**config.mk**
```make
export PLATFORM = sky130hd
export DESIGN_NAME = fxp_gain_clamp
export DESIGN_NICKNAME = d
export VERILOG_FILES = /design/src/fxp_pkg.sv /design/src/axis_if.sv /design/src/axis_clamp.sv /design/src/axis_gain.sv /design/src/axis_skid_buffer.sv /design/src/fxp_gain_clamp.sv
export VERILOG_INCLUDE_DIRS = /design/src /design/src/src
export SDC_FILE = /design/constraint.sdc
export NUM_CORES = 1
export LEC_CHECK = 0
export BUFFER_PORTS_ARGS = -buffer_cell sky130_fd_sc_hd__buf_2
export CAP_MARGIN = 5
export CELL_PAD_IN_SITES_DETAIL_PLACEMENT = 0
export CELL_PAD_IN_SITES_GLOBAL_PLACEMENT = 1
export CORE_ASPECT_RATIO = 1.4
export CORE_MARGIN = 5
export CORE_UTILIZATION = 47
export CTS_CLUSTER_SIZE = 12
export DETAILED_ROUTE_END_ITERATION = 7
export PLACE_DENSITY_LB_ADDON = 0.1
export SLEW_MARGIN = 0
export SYNTH_ARGS = -nofsm -noshare
export SYNTH_HDL_FRONTEND = slang
export SYNTH_SLANG_ARGS = --single-unit
```
**constraint.sdc**
```tcl
create_clock -name clk -period 2.17 [get_ports clk]
set_input_delay 0.434 -clock clk [delete_from_list [all_inputs] [get_ports clk]]
set_output_delay 0.434 -clock clk [all_outputs]
set_load 0.01 [all_outputs]
```
**src/fxp_consts.svh**
```systemverilog
`ifndef FXP_CONSTS_SVH
`define FXP_CONSTS_SVH

// input sample, signed Q8.8
`define FXP_IN_W 16
`define FXP_IN_FRAC 8

// gain, signed Q4.12
`define FXP_GAIN_W 16
`define FXP_GAIN_FRAC 12

// output sample, signed Q8.8
`define FXP_OUT_W 16
`define FXP_OUT_FRAC 8

// full precision product, signed Q12.20
`define FXP_PROD_W (`FXP_IN_W + `FXP_GAIN_W)

// fraction bits lost when going back to the output format
`define FXP_DROP_W (`FXP_IN_FRAC + `FXP_GAIN_FRAC - `FXP_OUT_FRAC)

// integer bits above the kept window, checked for overflow
`define FXP_GUARD_W (`FXP_PROD_W - `FXP_OUT_W - `FXP_DROP_W)

`endif

```
**src/fxp_pkg.sv**
```systemverilog
`include "fxp_consts.svh"

package fxp_pkg;

  // signed Q8.8 sample, used on both ends of the pipeline
  typedef logic signed [`FXP_IN_W-1:0] sample_t;

  // signed Q4.12 gain
  typedef logic signed [`FXP_GAIN_W-1:0] gain_t;

  // signed Q12.20 product
  typedef logic signed [`FXP_PROD_W-1:0] prod_t;

  // product split around the Q8.8 window
  typedef struct packed {
    logic [`FXP_GUARD_W-1:0] guard;
    logic [`FXP_OUT_W-1:0]   kept;
    logic [`FXP_DROP_W-1:0]  dropped;
  } prod_fields_t;

  // same product word, read whole or by field
  typedef union packed {
    prod_t        raw;
    prod_fields_t fields;
  } prod_u;

endpackage

```
**src/axis_if.sv**
```systemverilog
`include "fxp_consts.svh"

// valid/ready stream link with last and a single user bit
interface axis_if #(
  parameter int DATA_W = `FXP_PROD_W
);

  logic [DATA_W-1:0] data;
  logic              last;
  logic              user;
  logic              valid;
  logic              ready;

  modport source (
    output data,
    output last,
    output user,
    output valid,
    input  ready
  );

  modport sink (
    input  data,
    input  last,
    input  user,
    input  valid,
    output ready
  );

endinterface

```
**src/axis_clamp.sv**
```systemverilog
`include "fxp_consts.svh"

module axis_clamp (
  input  logic             clk,
  input  logic             arst_n_i,
  axis_if.sink             s,
  output fxp_pkg::sample_t m_data_o,
  output logic             m_last_o,
  output logic             m_user_o,
  output logic             m_valid_o,
  input  logic             m_ready_i
);

  // Q8.8 result plus last and user
  localparam int PAYLOAD_W = `FXP_OUT_W + 2;

  fxp_pkg::prod_u           word;
  logic [`FXP_GUARD_W:0]    sign_bits;
  logic                     sign;
  logic                     overflow;
  logic [`FXP_OUT_W-1:0]    result;
  logic [PAYLOAD_W-1:0]     in_payload;
  logic [PAYLOAD_W-1:0]     out_payload;

  assign word = s.data;
  assign sign = word.raw[`FXP_PROD_W-1];

  // guard bits and the kept sign must all agree to fit in Q8.8
  assign sign_bits = {word.fields.guard, word.fields.kept[`FXP_OUT_W-1]};
  assign overflow  = !(&sign_bits) && (|sign_bits);

  // saturate toward the true sign, else plain truncation (floor)
  always_comb begin
    if (overflow) begin
      result = {sign, {(`FXP_OUT_W-1){~sign}}};
    end else begin
      result = word.fields.kept;
    end
  end

  // saturation is flagged on the user bit
  assign in_payload = {result, s.last, s.user | overflow};

  axis_skid_buffer #(
    .WIDTH(PAYLOAD_W)
  ) u_skid (
    .clk        (clk),
    .arst_n_i   (arst_n_i),
    .s_payload_i(in_payload),
    .s_valid_i  (s.valid),
    .s_ready_o  (s.ready),
    .m_payload_o(out_payload),
    .m_valid_o  (m_valid_o),
    .m_ready_i  (m_ready_i)
  );

  assign m_data_o = out_payload[PAYLOAD_W-1:2];
  assign m_last_o = out_payload[1];
  assign m_user_o = out_payload[0];

endmodule

```
**src/axis_gain.sv**
```systemverilog
`include "fxp_consts.svh"

module axis_gain (
  input  logic             clk,
  input  logic             arst_n_i,
  input  fxp_pkg::gain_t   gain_i,
  input  fxp_pkg::sample_t s_data_i,
  input  logic             s_last_i,
  input  logic             s_user_i,
  input  logic             s_valid_i,
  output logic             s_ready_o,
  axis_if.source           m
);

  // product plus last and user
  localparam int PAYLOAD_W = `FXP_PROD_W + 2;

  fxp_pkg::prod_t         prod;
  logic [PAYLOAD_W-1:0]   in_payload;
  logic [PAYLOAD_W-1:0]   out_payload;

  // exact Q8.8 x Q4.12, both operands sign extended first
  assign prod = fxp_pkg::prod_t'(s_data_i) * fxp_pkg::prod_t'(gain_i);

  // gain is taken as it stands when the sample is accepted
  assign in_payload = {prod, s_last_i, s_user_i};

  axis_skid_buffer #(
    .WIDTH(PAYLOAD_W)
  ) u_skid (
    .clk        (clk),
    .arst_n_i   (arst_n_i),
    .s_payload_i(in_payload),
    .s_valid_i  (s_valid_i),
    .s_ready_o  (s_ready_o),
    .m_payload_o(out_payload),
    .m_valid_o  (m.valid),
    .m_ready_i  (m.ready)
  );

  // unpack toward the clamp stage
  assign m.data = out_payload[PAYLOAD_W-1:2];
  assign m.last = out_payload[1];
  assign m.user = out_payload[0];

endmodule

```
**src/axis_skid_buffer.sv**
```systemverilog
module axis_skid_buffer #(
  parameter int WIDTH = 34
) (
  input  logic             clk,
  input  logic             arst_n_i,
  input  logic [WIDTH-1:0] s_payload_i,
  input  logic             s_valid_i,
  output logic             s_ready_o,
  output logic [WIDTH-1:0] m_payload_o,
  output logic             m_valid_o,
  input  logic             m_ready_i
);

  logic             ready_q;
  logic             ready_early;

  logic [WIDTH-1:0] out_payload_q;
  logic             out_valid_q;
  logic             out_valid_d;

  logic [WIDTH-1:0] tmp_payload_q;
  logic             tmp_valid_q;
  logic             tmp_valid_d;

  logic             load_out_from_in;
  logic             load_tmp_from_in;
  logic             load_out_from_tmp;

  assign s_ready_o   = ready_q;
  assign m_payload_o = out_payload_q;
  assign m_valid_o   = out_valid_q;

  // ready next cycle unless the skid entry could fill up now
  assign ready_early = m_ready_i || (!tmp_valid_q && (!out_valid_q || !s_valid_i));

  always_comb begin
    out_valid_d       = out_valid_q;
    tmp_valid_d       = tmp_valid_q;
    load_out_from_in  = 1'b0;
    load_tmp_from_in  = 1'b0;
    load_out_from_tmp = 1'b0;

    if (ready_q) begin
      if (m_ready_i || !out_valid_q) begin
        // output slot is free or draining, go straight through
        out_valid_d      = s_valid_i;
        load_out_from_in = 1'b1;
      end else begin
        // output stalled, park the beat in the skid entry
        tmp_valid_d      = s_valid_i;
        load_tmp_from_in = 1'b1;
      end
    end else if (m_ready_i) begin
      // input closed, refill output from the skid entry
      out_valid_d       = tmp_valid_q;
      tmp_valid_d       = 1'b0;
      load_out_from_tmp = 1'b1;
    end
  end

  // control state
  always_ff @(posedge clk or negedge arst_n_i) begin
    if (!arst_n_i) begin
      ready_q     <= 1'b0;
      out_valid_q <= 1'b0;
      tmp_valid_q <= 1'b0;
    end else begin
      ready_q     <= ready_early;
      out_valid_q <= out_valid_d;
      tmp_valid_q <= tmp_valid_d;
    end
  end

  // payload registers
  always_ff @(posedge clk) begin
    if (load_out_from_in) begin
      out_payload_q <= s_payload_i;
    end else if (load_out_from_tmp) begin
      out_payload_q <= tmp_payload_q;
    end

    if (load_tmp_from_in) begin
      tmp_payload_q <= s_payload_i;
    end
  end

endmodule

```
**src/fxp_gain_clamp.sv**
```systemverilog
`include "fxp_consts.svh"

module fxp_gain_clamp (
  input  logic             clk,
  input  logic             arst_n_i,

  // gain, held steady while beats are in flight
  input  fxp_pkg::gain_t   gain_i,

  // sample input stream
  input  fxp_pkg::sample_t s_data_i,
  input  logic             s_last_i,
  input  logic             s_user_i,
  input  logic             s_valid_i,
  output logic             s_ready_o,

  // result output stream
  output fxp_pkg::sample_t m_data_o,
  output logic             m_last_o,
  output logic             m_user_o,
  output logic             m_valid_o,
  input  logic             m_ready_i
);

  // product link between the two stages
  axis_if #(
    .DATA_W(`FXP_PROD_W)
  ) prod_if ();

  axis_gain u_gain (
    .clk      (clk),
    .arst_n_i (arst_n_i),
    .gain_i   (gain_i),
    .s_data_i (s_data_i),
    .s_last_i (s_last_i),
    .s_user_i (s_user_i),
    .s_valid_i(s_valid_i),
    .s_ready_o(s_ready_o),
    .m        (prod_if.source)
  );

  axis_clamp u_clamp (
    .clk      (clk),
    .arst_n_i (arst_n_i),
    .s        (prod_if.sink),
    .m_data_o (m_data_o),
    .m_last_o (m_last_o),
    .m_user_o (m_user_o),
    .m_valid_o(m_valid_o),
    .m_ready_i(m_ready_i)
  );

endmodule

```
==> results by group <==
Setup path
  – Critical path fanouts, max: 6
  – Crit. End Element: flip-flop
  – Worst reg2reg path startpoint: u_gain.u_skid.m_payload_o[33]
  – Slowest stage delay, CP: between 0.5 and 0.6 ns
  – Critical path class: in2reg
  – Cell mode on critical path: fa_1
  – R2r setup slk: roughly 0.19 ns
  – Worst EP required: about 2.3 ns
  – Worst R2R Path Depth: 5
  – Startpoint Class: input port
  – CP max stage cell: fa_1
  – R2r endpoint: u_clamp.u_skid.m_payload_o[2]
  – Arr. time, crit path: 5.87 ns
  – Critical Path, Cell by Cell: buf_12 -> buf_8 -> and2_4 -> fa_1 -> inv_1 -> fa_1 -> fa_2 -> fa_1 -> inv_2 -> fa_1 -> inv_1 -> fa_1 -> inv_2 -> ha_4 -> and2_4 -> or2_4 -> a2111oi_4 -> o21ai_4 -> a221o_1 -> a21oi_2 -> xnor2_1 -> mux2_2

Finish
  – Layout Nets: 1826
  – Final Util: 0.6004
  – Layout area overhead: 25.76%
  – Non-Filler Instances: about 1.8k
  – # diodes: 0
  – Share of layout cells above drive strength 1: 0.2946

Route
  – WL final: around 30000 um
  – Routed len/inst: 16.66 um
  – DR vias: 8994
  – DR iter-0 viols: 252
  – First drt pass iteration count: 4
  – Remaining DRCs: 0
  – Avg Vias per Cell: 4.947
  – ANT nets after route: 0

Timing
  – Final worst setup slack: -3.617 ns
  – Max frequency: 172.8 MHz
  – Skew final: 0.008101 ns
  – Max-slew violation count: 0
  – Worst Tran Pin Value: a little under 0.7 ns
  – Final min period: between 5 and 6 ns
  – Slew Limit Headroom: 0.5488
  – Period utilisation layout: 2.667
  – Final setup fails: 40
  – Fin. Hold Viols: 0
  – Setup TNS: -131.86 ns
  – Fin Hold WS: approximately 0.29 ns
  – Unrepaired setup endpoints after global routing: true

Worst hold path
  – Hold path depth: 1
  – Min-Delay Path Class: in2reg
  – Start point of the worst hold path: s_user_i
  – Hold Crit Endpoint: u_gain.u_skid.tmp_payload_q[0]

Synthesis
  – Synth Flop Type: edfxtp_1
  – Synthesized area: 0.01289 mm2
  – Syn nets: around 1.6k
  – Sequential share of the synthesized area: 0.1980
  – #FFs+latches synth: 86
  – EDFF count, synth: 80
  – Netlist cell types: 49
  – Syn_area_per_cell: approximately 10 um2
  – Ys async rst share: 0.06977
  – Yosys warning total: 0
  – Gate Count Post-Synth: around 1.2k

Die
  – Core area: between 0.02 and 0.03 mm2
  – FP Rows: 71
  – I/O Pins: a little under 60
  – Die span in x: around 150 um
  – DIE AREA: 0.03089 mm2
  – Effective utilization at floorplan: 0.4774
  – Die height: a little over 200 um

GRT
  – Vias in the first global route: 10.21k
  – Largest net degree at the start of global routing: 25
  – Initial antenna violation count: 0
  – GRT overflow: 0
  – Total track usage: 0.2133
  – Global-route wire length before repair: approximately 51000 um

Placed design
  – Placed Cells: ~1.8k
  – Routability cong.: 0.8637
  – IO Port Bufs: 57
  – Post-DP HPWL: 25440 um

Clocking
  – Clock root cell: clkbuf_16
  – Clock-pin slew on the worst setup and hold paths: 0.06 ns
  – Num CTS Buffers: 9
  – Clock sink count: 86
  – Worst-skew pair later-pin latency: about 0.34 ns
  – H-tree levels: 3
  – TritonCTS clock tree: yes
  – Clk buf depth: 2

Status
  – Outcome: finished, violations left
  – Failing checks: setup timing

Flow run
  – Maxcap violations: 0
-- layout make-up --
type | count | area, um2
fillers | 2375 | 10790
multi-input cells | 813 | 9761
flip-flops and latches | 86 | 2552
repair buffers | 247 | 2090
inverters | 291 | 1095
well taps | 365 | 456.7
clock buffers | 11 | 232.7
clock inverters | 5 | 26.28
-- cell usage in the layout (no fill, tap or decap), drive strengths merged, types with 9 or more instances in the layout --
cell,n
edfxtp,80
and2,123
nand2,134
a21o,27
buf,245
nand2b,9
fa,261
a21oi,20
ha,79
inv,291
xor2,10
clkbuf,12
o21ai,13
mux2,39
nor2,25
xnor2,20
-- layer usage --
metal	track usage	wire [um]
met4	0.08829	1596
met2	0.4152	17260
met1	0.2307	10810
met5	0	0
met3	0.02435	615
-- worst max-delay path by stage --
stage	depth (start not counted)	to	startpoint	slack (ns)
finish	22	u_gain.u_skid.m_payload_o[26]	gain_i[4]	-3.62
detailed placement	20	u_gain.u_skid.m_payload_o[26]	s_data_i[8]	-4.15
global placement	23	u_gain.u_skid.m_payload_o[28]	gain_i[4]	-4.12
floorplan	20	u_gain.u_skid.m_payload_o[26]	s_data_i[15]	-3.72
global route	22	u_gain.u_skid.m_payload_o[26]	gain_i[4]	-3.79
CTS	22	u_gain.u_skid.m_payload_o[26]	gain_i[4]	-3.62
-- worst max-delay path, delay by kind of cell --
family,cells,cell delay (ns)
mux,1,0.26
simple gates,3,0.52
fa+ha+maj,7,3.10
xor+xnor,1,0.09
compound gates,4,1.05
buf+inv,6,0.42
-- stage by stage --
stage,area (um2),setup WS [ns]
floorplan,13320,-3.718
global placement,15000,-4.115
detailed placement,15000,-4.150
CTS,16040,-3.619
global route,16210,-3.792
finish,16210,-3.617
-- synthesized netlist by cell type, drive strengths merged (2+ instances only) --
cell type	n	area, um2
a21oi	20	103.9
a211o	2	17.52
and3	5	31.28
mux2	39	439.2
xnor2	20	175.2
nand4	4	25.02
a31oi	2	12.51
nand3	8	40.04
o21ai	13	68.81
nand2	134	503.0
o21bai	4	30.03
a21o	27	202.7
and2	123	769.5
ha	79	988.5
buf	2	7.510
nor2	25	93.84
or2	2	12.52
xor2	10	87.58
inv	291	1092
fa	261	5225
o211ai	3	22.52
dfrtp	6	150.1
nor3	5	25.02
clkbuf	38	142.6
edfxtp	80	2402
nand2b	9	56.30
-- repair_timing --
action / 4_1_cts / 5_1_grt
gates resized for setup: 159 / 38
hold endpoints to repair: 6 / 0
cloned: 1 / 0
setup endpoints to repair: 40 / 60
hold buffers: 1 / 0
pin swaps: 47 / 33
buffers inserted: 30 / 9
-- kinds of logic after synthesis --
logic type,share of synthesized area
AO/OA/AOI/OAI,0.04552
XOR/XNOR,0.02038
adder cells (fa/ha/maj),0.4819
buffers and inverters,0.09637
flip-flops,0.1980
multiplexers,0.03484
AND/OR/NAND/NOR,0.1230
-- registers in the layout (all words and copies together), names as in the netlist --
register,flops
u_gain.u_skid.m_valid_o,1
u_clamp.u_skid.tmp_valid_q,1
u_clamp.u_skid.tmp_payload_q,18
u_gain.u_skid.m_payload_o,22
u_gain.u_skid.s_ready_o,1
u_clamp.u_skid.s_ready_o,1
u_gain.u_skid.tmp_payload_q,22
u_gain.u_skid.tmp_valid_q,1
u_clamp.u_skid.m_valid_o,1
u_clamp.u_skid.m_payload_o,18
Power is left out: the tool's default activity adds up to more than one toggle a clock period on the data nets, which glitch-free logic cannot reach.
